`src/rv_pkg.sv`:
```
package rv_pkg;

    // ========================================
    // widths and major opcodes
    // ========================================
    localparam int XLEN       = 32;
    localparam int REG_ADDR_W = 5;
    localparam int CSR_ADDR_W = 12;

    localparam logic [6:0] OPC_LOAD   = 7'b0000011;
    localparam logic [6:0] OPC_OP_IMM = 7'b0010011;
    localparam logic [6:0] OPC_AUIPC  = 7'b0010111;
    localparam logic [6:0] OPC_STORE  = 7'b0100011;
    localparam logic [6:0] OPC_OP     = 7'b0110011;
    localparam logic [6:0] OPC_LUI    = 7'b0110111;
    localparam logic [6:0] OPC_BRANCH = 7'b1100011;
    localparam logic [6:0] OPC_JALR   = 7'b1100111;
    localparam logic [6:0] OPC_JAL    = 7'b1101111;
    localparam logic [6:0] OPC_SYSTEM = 7'b1110011;

    // ========================================
    // ALU, immediate, write-back, dmem codes
    // ========================================
    localparam logic [4:0] ALU_ADD    = 5'd0;
    localparam logic [4:0] ALU_SUB    = 5'd1;
    localparam logic [4:0] ALU_SLL    = 5'd2;
    localparam logic [4:0] ALU_SLT    = 5'd3;
    localparam logic [4:0] ALU_SLTU   = 5'd4;
    localparam logic [4:0] ALU_XOR    = 5'd5;
    localparam logic [4:0] ALU_SRL    = 5'd6;
    localparam logic [4:0] ALU_SRA    = 5'd7;
    localparam logic [4:0] ALU_OR     = 5'd8;
    localparam logic [4:0] ALU_AND    = 5'd9;
    // M group sits at 16 + funct3
    localparam logic [4:0] ALU_MUL    = 5'd16;
    localparam logic [4:0] ALU_MULH   = 5'd17;
    localparam logic [4:0] ALU_MULHSU = 5'd18;
    localparam logic [4:0] ALU_MULHU  = 5'd19;
    localparam logic [4:0] ALU_DIV    = 5'd20;
    localparam logic [4:0] ALU_DIVU   = 5'd21;
    localparam logic [4:0] ALU_REM    = 5'd22;
    localparam logic [4:0] ALU_REMU   = 5'd23;

    localparam logic [2:0] IMM_NONE = 3'd0;
    localparam logic [2:0] IMM_I    = 3'd1;
    localparam logic [2:0] IMM_S    = 3'd2;
    localparam logic [2:0] IMM_B    = 3'd3;
    localparam logic [2:0] IMM_U    = 3'd4;
    localparam logic [2:0] IMM_J    = 3'd5;

    localparam logic [2:0] WB_ALU = 3'd0;
    localparam logic [2:0] WB_MEM = 3'd1;
    localparam logic [2:0] WB_IMM = 3'd2;
    localparam logic [2:0] WB_PC  = 3'd3;
    localparam logic [2:0] WB_CSR = 3'd4;

    localparam logic [3:0] DMEM_NONE = 4'd0;
    localparam logic [3:0] DMEM_LB   = 4'd1;
    localparam logic [3:0] DMEM_LH   = 4'd2;
    localparam logic [3:0] DMEM_LW   = 4'd3;
    localparam logic [3:0] DMEM_LBU  = 4'd4;
    localparam logic [3:0] DMEM_LHU  = 4'd5;
    localparam logic [3:0] DMEM_SB   = 4'd6;
    localparam logic [3:0] DMEM_SH   = 4'd7;
    localparam logic [3:0] DMEM_SW   = 4'd8;

    // ========================================
    // instruction formats and stage bundles
    // ========================================
    typedef union packed {
        struct packed {
            logic [6:0] funct7;
            logic [4:0] rs2;
            logic [4:0] rs1;
            logic [2:0] funct3;
            logic [4:0] rd;
            logic [6:0] opcode;
        } r;
        struct packed {
            logic [11:0] imm12;
            logic [4:0]  rs1;
            logic [2:0]  funct3;
            logic [4:0]  rd;
            logic [6:0]  opcode;
        } i;
        struct packed {
            logic [6:0] imm_hi;
            logic [4:0] rs2;
            logic [4:0] rs1;
            logic [2:0] funct3;
            logic [4:0] imm_lo;
            logic [6:0] opcode;
        } s;
    } rv_instr_u;

    typedef struct packed {
        logic [4:0]            alu_op;
        logic                  op_a_pc;    // operand a is pc
        logic                  op_b_imm;   // operand b is imm
        logic [2:0]            imm_type;
        logic                  is_branch;
        logic                  br_eq;
        logic                  br_lt;
        logic                  is_jal;
        logic                  is_jalr;
        logic                  is_load;
        logic [3:0]            dmem_type;
        logic [2:0]            wb_src;
        logic                  wb_en;
        logic [CSR_ADDR_W-1:0] csr_addr;
        logic                  csr_read;
        logic                  csr_write;
        logic                  csr_inv;    // clear-bits variant
        logic                  csr_no_cal; // plain swap
        logic                  csr_zimm_en;
        logic                  illegal;
    } rv_ctrl_t;

    typedef struct packed {
        logic                  valid;
        logic [XLEN-1:0]       pc;
        logic [XLEN-1:0]       rs1_data;
        logic [XLEN-1:0]       rs2_data;
        logic [XLEN-1:0]       imm;
        logic [XLEN-1:0]       csr_zimm;
        logic [REG_ADDR_W-1:0] rd;
        logic [REG_ADDR_W-1:0] rs1;
        logic [REG_ADDR_W-1:0] rs2;
        rv_ctrl_t              ctrl;
    } rv_id_ex_t;

endpackage

```
`src/rv_decoder.sv`:
```
`timescale 1ns/100ps

module rv_decoder (
    input  rv_pkg::rv_instr_u       instr_i,
    output rv_pkg::rv_ctrl_t        ctrl_o,
    output logic [rv_pkg::XLEN-1:0] csr_zimm_o
);

    logic [6:0] opcode;
    logic [2:0] funct3;
    logic [6:0] funct7;
    logic       alt;        // bit 30, sub / sra
    logic       r_legal;    // funct7 allowed for base R-type

    // shared by OP-IMM and OP
    function automatic logic [4:0] base_alu(input logic [2:0] f3, input logic sel);
        case (f3)
            3'b000:  return sel ? rv_pkg::ALU_SUB : rv_pkg::ALU_ADD;
            3'b001:  return rv_pkg::ALU_SLL;
            3'b010:  return rv_pkg::ALU_SLT;
            3'b011:  return rv_pkg::ALU_SLTU;
            3'b100:  return rv_pkg::ALU_XOR;
            3'b101:  return sel ? rv_pkg::ALU_SRA : rv_pkg::ALU_SRL;
            3'b110:  return rv_pkg::ALU_OR;
            default: return rv_pkg::ALU_AND;
        endcase
    endfunction

    assign opcode  = instr_i.r.opcode;
    assign funct3  = instr_i.r.funct3;
    assign funct7  = instr_i.r.funct7;
    assign alt     = funct7[5];
    assign r_legal = (funct7 == 7'b0000000) ||
                     (funct7 == 7'b0100000 && (funct3 == 3'b000 || funct3 == 3'b101));

    // ========================================
    // main decode
    // ========================================
    always_comb begin
        ctrl_o          = '0;                  // zero codes are the idle defaults
        ctrl_o.csr_addr = instr_i.i.imm12;
        csr_zimm_o      = '0;
        case (opcode)
            rv_pkg::OPC_LOAD: begin
                ctrl_o.imm_type = rv_pkg::IMM_I;
                ctrl_o.op_b_imm = 1'b1;
                ctrl_o.is_load  = 1'b1;
                ctrl_o.wb_src   = rv_pkg::WB_MEM;
                ctrl_o.wb_en    = 1'b1;
                case (funct3)
                    3'b000:  ctrl_o.dmem_type = rv_pkg::DMEM_LB;
                    3'b001:  ctrl_o.dmem_type = rv_pkg::DMEM_LH;
                    3'b010:  ctrl_o.dmem_type = rv_pkg::DMEM_LW;
                    3'b100:  ctrl_o.dmem_type = rv_pkg::DMEM_LBU;
                    3'b101:  ctrl_o.dmem_type = rv_pkg::DMEM_LHU;
                    default: ctrl_o.illegal   = 1'b1;
                endcase
            end
            rv_pkg::OPC_OP_IMM: begin
                ctrl_o.imm_type = rv_pkg::IMM_I;
                ctrl_o.op_b_imm = 1'b1;
                ctrl_o.alu_op   = base_alu(funct3, alt && funct3 == 3'b101);
                ctrl_o.wb_en    = (instr_i != 32'h0000_0013); // canonical nop
            end
            rv_pkg::OPC_AUIPC: begin
                ctrl_o.imm_type = rv_pkg::IMM_U;
                ctrl_o.op_a_pc  = 1'b1;
                ctrl_o.op_b_imm = 1'b1;
                ctrl_o.wb_en    = 1'b1;
            end
            rv_pkg::OPC_STORE: begin
                ctrl_o.imm_type = rv_pkg::IMM_S;
                ctrl_o.op_b_imm = 1'b1;
                case (funct3)
                    3'b000:  ctrl_o.dmem_type = rv_pkg::DMEM_SB;
                    3'b001:  ctrl_o.dmem_type = rv_pkg::DMEM_SH;
                    3'b010:  ctrl_o.dmem_type = rv_pkg::DMEM_SW;
                    default: ctrl_o.illegal   = 1'b1;
                endcase
            end
            rv_pkg::OPC_OP: begin
                ctrl_o.wb_en = 1'b1;
                if (funct7 == 7'b0000001) begin
                    ctrl_o.alu_op = rv_pkg::ALU_MUL | 5'(funct3); // mul .. remu
                end else if (r_legal) begin
                    ctrl_o.alu_op = base_alu(funct3, alt);
                end else begin
                    ctrl_o.illegal = 1'b1;
                end
            end
            rv_pkg::OPC_LUI: begin
                ctrl_o.imm_type = rv_pkg::IMM_U;
                ctrl_o.op_b_imm = 1'b1;
                ctrl_o.wb_src   = rv_pkg::WB_IMM;
                ctrl_o.wb_en    = 1'b1;
            end
            rv_pkg::OPC_BRANCH: begin
                ctrl_o.imm_type  = rv_pkg::IMM_B;
                ctrl_o.is_branch = 1'b1;
                ctrl_o.br_eq     = (funct3 == 3'b000);
                ctrl_o.br_lt     = funct3[2] & ~funct3[0];  // blt, bltu
                case (funct3)
                    3'b000, 3'b001: ctrl_o.alu_op  = rv_pkg::ALU_SUB;
                    3'b100, 3'b101: ctrl_o.alu_op  = rv_pkg::ALU_SLT;
                    3'b110, 3'b111: ctrl_o.alu_op  = rv_pkg::ALU_SLTU;
                    default:        ctrl_o.illegal = 1'b1;
                endcase
            end
            rv_pkg::OPC_JALR: begin
                ctrl_o.imm_type = rv_pkg::IMM_I;
                ctrl_o.op_b_imm = 1'b1;
                ctrl_o.is_jalr  = 1'b1;
                ctrl_o.wb_src   = rv_pkg::WB_PC;
                ctrl_o.wb_en    = 1'b1;
            end
            rv_pkg::OPC_JAL: begin
                ctrl_o.imm_type = rv_pkg::IMM_J;
                ctrl_o.op_a_pc  = 1'b1;
                ctrl_o.op_b_imm = 1'b1;
                ctrl_o.is_jal   = 1'b1;
                ctrl_o.wb_src   = rv_pkg::WB_PC;
                ctrl_o.wb_en    = 1'b1;
            end
            rv_pkg::OPC_SYSTEM: begin
                ctrl_o.wb_src      = rv_pkg::WB_CSR;
                ctrl_o.wb_en       = 1'b1;
                ctrl_o.csr_read    = 1'b1;
                ctrl_o.csr_write   = 1'b1;
                ctrl_o.csr_zimm_en = funct3[2];     // csrr*i forms
                if (funct3[2]) begin
                    csr_zimm_o = {{(rv_pkg::XLEN-5){1'b0}}, instr_i.i.rs1};
                end
                case (funct3[1:0])
                    2'b01: begin                    // csrrw
                        ctrl_o.alu_op     = rv_pkg::ALU_AND;
                        ctrl_o.csr_no_cal = 1'b1;
                    end
                    2'b10: ctrl_o.alu_op = rv_pkg::ALU_OR;  // csrrs
                    2'b11: begin                    // csrrc
                        ctrl_o.alu_op  = rv_pkg::ALU_AND;
                        ctrl_o.csr_inv = 1'b1;
                    end
                    default: ctrl_o.illegal = 1'b1;  // ecall/ebreak space, not handled
                endcase
            end
            default: ctrl_o.illegal = 1'b1;
        endcase

        // illegal words leave no side effects behind
        if (ctrl_o.illegal) begin
            ctrl_o         = '0;
            ctrl_o.illegal = 1'b1;
            csr_zimm_o     = '0;
        end
    end

endmodule

```
`src/rv_id_ex_reg.sv`:
```
`timescale 1ns/100ps

module rv_id_ex_reg (
    input  logic              clk_i,
    input  logic              rst_n_i,
    input  logic              stall_i,
    input  logic              flush_i,
    input  logic              valid_i,
    input  rv_pkg::rv_id_ex_t d_i,
    output rv_pkg::rv_id_ex_t q_o
);

    // ========================================
    // flush beats stall beats load
    // ========================================
    always_ff @(posedge clk_i or negedge rst_n_i) begin
        if (!rst_n_i) begin
            q_o <= '0;
        end else if (flush_i) begin
            q_o.valid <= 1'b0;           // bubble
            q_o.ctrl  <= '0;
        end else if (!stall_i) begin
            q_o       <= d_i;
            q_o.valid <= valid_i;
        end
    end

    a_stall_hold: assert property (@(posedge clk_i) disable iff (!rst_n_i)
        (stall_i && !flush_i) |=> $stable(q_o));

endmodule

```
`src/rv_id_stage.sv`:
```
`timescale 1ns/100ps

module rv_id_stage (
    input  logic                          clk_i,
    input  logic                          rst_n_i,
    // fetch side
    input  logic                          instr_valid_i,
    input  rv_pkg::rv_instr_u             instr_i,
    input  logic [rv_pkg::XLEN-1:0]       pc_i,
    // hazard unit
    input  logic                          stall_i,
    input  logic                          flush_i,
    // write-back port
    input  logic                          wb_we_i,
    input  logic [rv_pkg::REG_ADDR_W-1:0] wb_rd_i,
    input  logic [rv_pkg::XLEN-1:0]       wb_data_i,
    output rv_pkg::rv_id_ex_t             id_ex_o
);

    rv_pkg::rv_ctrl_t        ctrl;
    rv_pkg::rv_id_ex_t       id_next;
    logic [rv_pkg::XLEN-1:0] imm;
    logic [rv_pkg::XLEN-1:0] csr_zimm;
    logic [rv_pkg::XLEN-1:0] rs1_data;
    logic [rv_pkg::XLEN-1:0] rs2_data;

    rv_decoder i_decoder (
        .instr_i    (instr_i),
        .ctrl_o     (ctrl),
        .csr_zimm_o (csr_zimm)
    );

    rv_imm_gen i_imm_gen (
        .instr_i    (instr_i),
        .imm_type_i (ctrl.imm_type),
        .imm_o      (imm)
    );

    rv_regfile i_regfile (
        .clk_i      (clk_i),
        .rst_n_i    (rst_n_i),
        .rs1_addr_i (instr_i.r.rs1),
        .rs2_addr_i (instr_i.r.rs2),
        .we_i       (wb_we_i),
        .rd_addr_i  (wb_rd_i),
        .wd_i       (wb_data_i),
        .rs1_data_o (rs1_data),
        .rs2_data_o (rs2_data)
    );

    // ========================================
    // next ID/EX contents
    // ========================================
    always_comb begin
        id_next.valid    = instr_valid_i;
        id_next.pc       = pc_i;
        id_next.rs1_data = rs1_data;
        id_next.rs2_data = rs2_data;
        id_next.imm      = imm;
        id_next.csr_zimm = csr_zimm;
        id_next.rd       = instr_i.r.rd;
        id_next.rs1      = instr_i.r.rs1;
        id_next.rs2      = instr_i.r.rs2;
        id_next.ctrl     = ctrl;
    end

    rv_id_ex_reg i_id_ex_reg (
        .clk_i   (clk_i),
        .rst_n_i (rst_n_i),
        .stall_i (stall_i),
        .flush_i (flush_i),
        .valid_i (instr_valid_i),
        .d_i     (id_next),
        .q_o     (id_ex_o)
    );

endmodule

```
`src/rv_imm_gen.sv`:
```
`timescale 1ns/100ps

module rv_imm_gen (
    input  rv_pkg::rv_instr_u       instr_i,
    input  logic [2:0]              imm_type_i,
    output logic [rv_pkg::XLEN-1:0] imm_o
);

    logic       sgn;      // instr bit 31
    logic [6:0] hi;       // bits 31:25
    logic [4:0] lo;       // bits 11:7

    assign sgn = instr_i.s.imm_hi[6];
    assign hi  = instr_i.s.imm_hi;
    assign lo  = instr_i.s.imm_lo;

    always_comb begin
        case (imm_type_i)
            rv_pkg::IMM_I: imm_o = {{20{sgn}}, instr_i.i.imm12};
            rv_pkg::IMM_S: imm_o = {{20{sgn}}, hi, lo};
            rv_pkg::IMM_B: imm_o = {{20{sgn}}, lo[0], hi[5:0], lo[4:1], 1'b0};
            rv_pkg::IMM_U: imm_o = {hi, instr_i.r.rs2, instr_i.r.rs1, instr_i.r.funct3, 12'b0};
            rv_pkg::IMM_J: imm_o = {{12{sgn}}, instr_i.r.rs1, instr_i.r.funct3, // 19:12
                                    instr_i.r.rs2[0],                          // 11
                                    hi[5:0], instr_i.r.rs2[4:1], 1'b0};        // 10:1
            default:       imm_o = '0;
        endcase
    end

endmodule

```
`src/rv_regfile.sv`:
```
`timescale 1ns/100ps

module rv_regfile (
    input  logic                          clk_i,
    input  logic                          rst_n_i,
    input  logic [rv_pkg::REG_ADDR_W-1:0] rs1_addr_i,
    input  logic [rv_pkg::REG_ADDR_W-1:0] rs2_addr_i,
    input  logic                          we_i,
    input  logic [rv_pkg::REG_ADDR_W-1:0] rd_addr_i,
    input  logic [rv_pkg::XLEN-1:0]       wd_i,
    output logic [rv_pkg::XLEN-1:0]       rs1_data_o,
    output logic [rv_pkg::XLEN-1:0]       rs2_data_o
);

    localparam int NREGS = 2 ** rv_pkg::REG_ADDR_W;

    logic [rv_pkg::XLEN-1:0] regs [1:NREGS-1];  // x0 has no storage
    logic                    wr_live;

    assign wr_live = we_i && (rd_addr_i != '0);

    always_ff @(posedge clk_i or negedge rst_n_i) begin
        if (!rst_n_i) begin
            for (int i = 1; i < NREGS; i++) begin
                regs[i] <= '0;
            end
        end else if (wr_live) begin
            regs[rd_addr_i] <= wd_i;
        end
    end

    // one read port, with write-back bypass
    function automatic logic [rv_pkg::XLEN-1:0] rd_port(
        input logic [rv_pkg::REG_ADDR_W-1:0] addr
    );
        if (addr == '0) return '0;
        if (wr_live && addr == rd_addr_i) return wd_i;
        return regs[addr];
    endfunction

    always_comb begin
        rs1_data_o = rd_port(rs1_addr_i);
        rs2_data_o = rd_port(rs2_addr_i);
    end

    property p_x0_zero(addr, data);
        @(posedge clk_i) disable iff (!rst_n_i)
            (addr == '0 && !$isunknown(data)) |-> (data == '0);
    endproperty

    a_x0_rs1: assert property (p_x0_zero(rs1_addr_i, rs1_data_o));
    a_x0_rs2: assert property (p_x0_zero(rs2_addr_i, rs2_data_o));

endmodule

```
`config.mk`:
```
export PLATFORM = sky130hd
export DESIGN_NAME = rv_id_stage
export DESIGN_NICKNAME = d
export VERILOG_FILES = /design/src/rv_pkg.sv /design/src/rv_decoder.sv /design/src/rv_id_ex_reg.sv /design/src/rv_id_stage.sv /design/src/rv_imm_gen.sv /design/src/rv_regfile.sv
export SDC_FILE = /design/constraint.sdc
export NUM_CORES = 2
export LEC_CHECK = 0
export BUFFER_PORTS_ARGS = -buffer_cell sky130_fd_sc_hd__buf_4
export CORE_MARGIN = 4
export CORE_UTILIZATION = 25
export CTS_BUF_LIST = sky130_fd_sc_hd__clkbuf_8
export DETAILED_ROUTE_END_ITERATION = 12
export HOLD_SLACK_MARGIN = 0.1
export SETUP_SLACK_MARGIN = 0.1
export SLEW_MARGIN = 40
export SYNTH_ARGS = -nofsm -noshare
export SYNTH_HDL_FRONTEND = slang
export SYNTH_SLANG_ARGS = --single-unit
```
`constraint.sdc`:
```
create_clock -name clk_i -period 3.5 [get_ports clk_i]
set_clock_uncertainty 0.05 [all_clocks]
set_input_delay 0.175 -clock clk_i [delete_from_list [all_inputs] [get_ports clk_i]]
set_output_delay 0.175 -clock clk_i [all_outputs]
set_load 0.02 [all_outputs]
```
==> flow_summary.toml <==
[cts]
cts_tree = "done"
cts_setup_buffers = 0
clock_path_buffers = 3
cts_root_buffer = "clkbuf_8"
cts_buffers = 196
cts.repair.resized = 0
htreeDepth = 4
clk_latency_ns = 0.94
clk_pin_slew_ns = 0.06
cts.sinks = 1181

[sta]
setup_viol_count_final = 0
finalSetupTns_ns = 0
post-route-min-period_ns = 3.297
clock.fmax_mhz = 303.3
slew_viol_final = 0
layout_setup_ws_ns = 0.2029
finalHoldViolCount = 0
rsz0062_at_grt = "false"
slew_headroom_pct = 38.55
finalCritPeriodShare_pct = 94.20
worst_pin_slew_ns = 0.9218
hold_ws_ns = 0.1966

[global_route]
grt_max_degree = 123
track_usage_pct = 17.73
grt_pass1_wl_um = 329000
antenna_found_initial = 18
overflow = 0
first_global_vias = 44920

[yosys]
synthMuxAreaShare_pct = 37.19
ys_ff_latch = 1181
synth_edf_count = 0
avgSynthCellArea_um2 = 13.96
synthFlopType = "dfrtp_1"
synthArstFlopShare_pct = 100.0
synthXorXnorAreaFrac_pct = 0.1867
synthSimpleGateAreaFrac_pct = 3.817
ys.warnings.count = 0
syn_area_um2 = 60970
ys_types = 68
yosysSeqAreaShare_pct = 48.47
synth_cells = 4367
synthAdderAreaFrac_pct = 0
synth_compound_area_share_pct = 6.790
synth_top_family_by_area = "multiplexers"

[cells_and_area]
layout.nets = 4920
layout_commonest_cell = "dfrtp_1"
postLayoutCoreUtil_pct = 30.44
finish.instance_area_um2 = 73970
drive_above_1_share_pct = 45.66
layout_common_cells = "1181 x dfrtp_1, 1062 x mux2_2, 403 x buf_4"
area_delta_synth_final_pct = 21.31
fin_cells = 8179
fillCellCount = 24100

[route]
dr.pass1.iters = 5
vias = 43510
drtIter0Drc = 4253
drcViolationCount = 0
wl_per_cell_um = 27.92
routed_via_density = 5.319
ant_nets = 0
drt_wl_total_um = 228400

[setup_path]
endpoint_kind = "flop"
max_stage_delay_ns = 0.68
cp_top_family = "buffers and inverters"
cp.arrival_ns = 4.12
cp_max_fo = 47
critical_path_class = "in2reg"
startpoint_type = "primary input"
crit_chain = "dlygate4sd3_1, buf_8, xnor2_1, nand3_1, nor4_1, nor3b_2, buf_4, a221o_1, dlygate4sd3_1"
cp_num_buf_inv = 4
critPathRequiredTime_ns = 4.33
crit_top_cell = "dlygate4sd3_1"
slowest_stage = "nor4_1"

[die]
start_util_pct = 25.09
die_area_um2 = 251900
die_w_um = 501.9
io_pins = 325
rows = 181
die_h_um = 501.9
core_um2 = 243000

[power_and_ir_drop]
power_mw = 38.74
combPwrFrac_pct = 21.0
cellLeakagePower_nw = 32.30
internal_power_mw = 27.31
power.net_switching_mw = 11.43
seq_power_share_pct = 46.3
clkPwrFrac_pct = 32.6
powerDensity_nw_per_um2 = 523.7
vdd_drop_max_uv = 417.5
p_sw_share_pct = 29.50

[place]
gp_congestion = 0.8335
dp_cells = 7578
hpwlAfterDp_um = 133700
placed_cell_area_um2 = 67520
io_buffers = 297
pre_cts_ws_ns = 0.5472

[worst_hold_path]
hold_path.class = "in2reg"

[flow_run]
maxCapViolations = 0

[outcome]
status = "finished, final reports clean"
## tightest hold or removal path: stages
cell           delay [ns]
dlygate4sd3_1        0.54
buf_4                0.21
xnor2_1              0.15
o41ai_1              0.06
## final cells by class
| type | count | area [um2] | share of cell area [%] |
|---|---|---|---|
| multi-input combinational | 2719 | 29610 | 40.04 |
| sequential | 1181 | 29550 | 39.96 |
| timing repair buffer | 709 | 6736 | 9.108 |
| tap | 3202 | 4006 | 5.416 |
| clock buffer | 246 | 3386 | 4.577 |
| clock inverter | 110 | 633.1 | 0.8559 |
| inverter | 6 | 22.52 | 0.03045 |
| antenna | 6 | 15.01 | 0.02030 |
## routing by layer
| metal | track usage, % | share of wire, % |
|---|---|---|
| met1 | 23.31 | 41 |
| met4 | 8.013 | 4.9 |
| met3 | 4.391 | 8.8 |
| met5 | 0 | 0.0092 |
| met2 | 27.55 | 45 |
## worst paths after layout
check / startpoint / end / slack (ns) / cells past startpoint
max: instr_i[21] / i_id_ex_reg.q_o[140]$_DFFE_PN0P_ / 0.20 / 9
min: instr_i[14] / i_id_ex_reg.q_o[24]$_DFFE_PN0P_ / 0.20 / 4
max reg2reg: i_regfile.regs[275]$_DFFE_PN0P_ / i_id_ex_reg.q_o[140]$_DFFE_PN0P_ / 1.09 / 6
min reg2reg: i_id_ex_reg.q_o[49]$_DFFE_PN0P_ / i_id_ex_reg.q_o[49]$_DFFE_PN0P_ / 0.42 / 2
max in group asynchronous: rst_n_i / i_regfile.regs[62]$_DFFE_PN0P_ / 2.06 / 4
min in group asynchronous: rst_n_i / i_id_ex_reg.q_o[146]$_DFFE_PN0P_ / 0.55 / 4
## Yosys cell counts (7+ instances only)
master	n	area, um2
dfrtp_1	1181	29550
mux2_2	1062	11960
mux4_2	394	8874
clkbuf_1	288	1081
nand2_1	276	1036
mux2i_1	182	1822
a221oi_1	87	762.0
o21ai_0	86	430.4
buf_2	85	425.4
a221o_1	77	770.7
o22ai_1	64	400.4
buf_1	62	232.7
nor2_1	54	202.7
buf_4	47	352.8
nor2b_1	46	287.8
a22o_1	41	359.1
a211oi_1	40	300.3
a21oi_1	38	190.2
and3_1	33	206.5
o221ai_1	25	219.0
a22oi_1	22	165.2
o2111ai_1	19	166.4
nor3_1	15	75.07
nand3_1	13	65.06
o31ai_1	11	82.58
xnor2_1	10	87.58
nand2b_1	8	50.05
or3_1	8	50.05
a222oi_1	7	70.07
## registers in the layout (all words and copies together) (netlist names)
| name | cells |
|---|---|
| i_id_ex_reg.q_o | 189 |
| i_regfile.regs | 992 |
## power groups by stage
| stage | Clock, mW | Combinational (mW) | Sequential [mW] |
|---|---|---|---|
| global placement | 0 | 7.75 | 18.0 |
| finish | 12.6 | 8.15 | 17.9 |
| detailed placement | 0 | 7.93 | 18.2 |
| floorplan | 0 | 5.46 | 17.7 |
| global route | 13.5 | 8.75 | 18.3 |
| CTS | 12.9 | 8.19 | 17.9 |
## kinds of logic (layout without fill, tap and decap cells)
| logic type | count (synthesis) | after routing |
|---|---|---|
| other cells | 1 | 33 |
| compound gates | 541 | 541 |
| xor+xnor | 13 | 13 |
| mux | 1640 | 1640 |
| flops | 1181 | 1181 |
| simple gates | 498 | 498 |
| buf+inv | 493 | 1071 |
## repair_timing
action / in CTS / in global routing
hold endpoints to repair: 2361 / 0
hold buffers: 240 / 0
setup endpoints to repair: 0 / 1
Note: power is estimated with default switching activity, not from simulation.
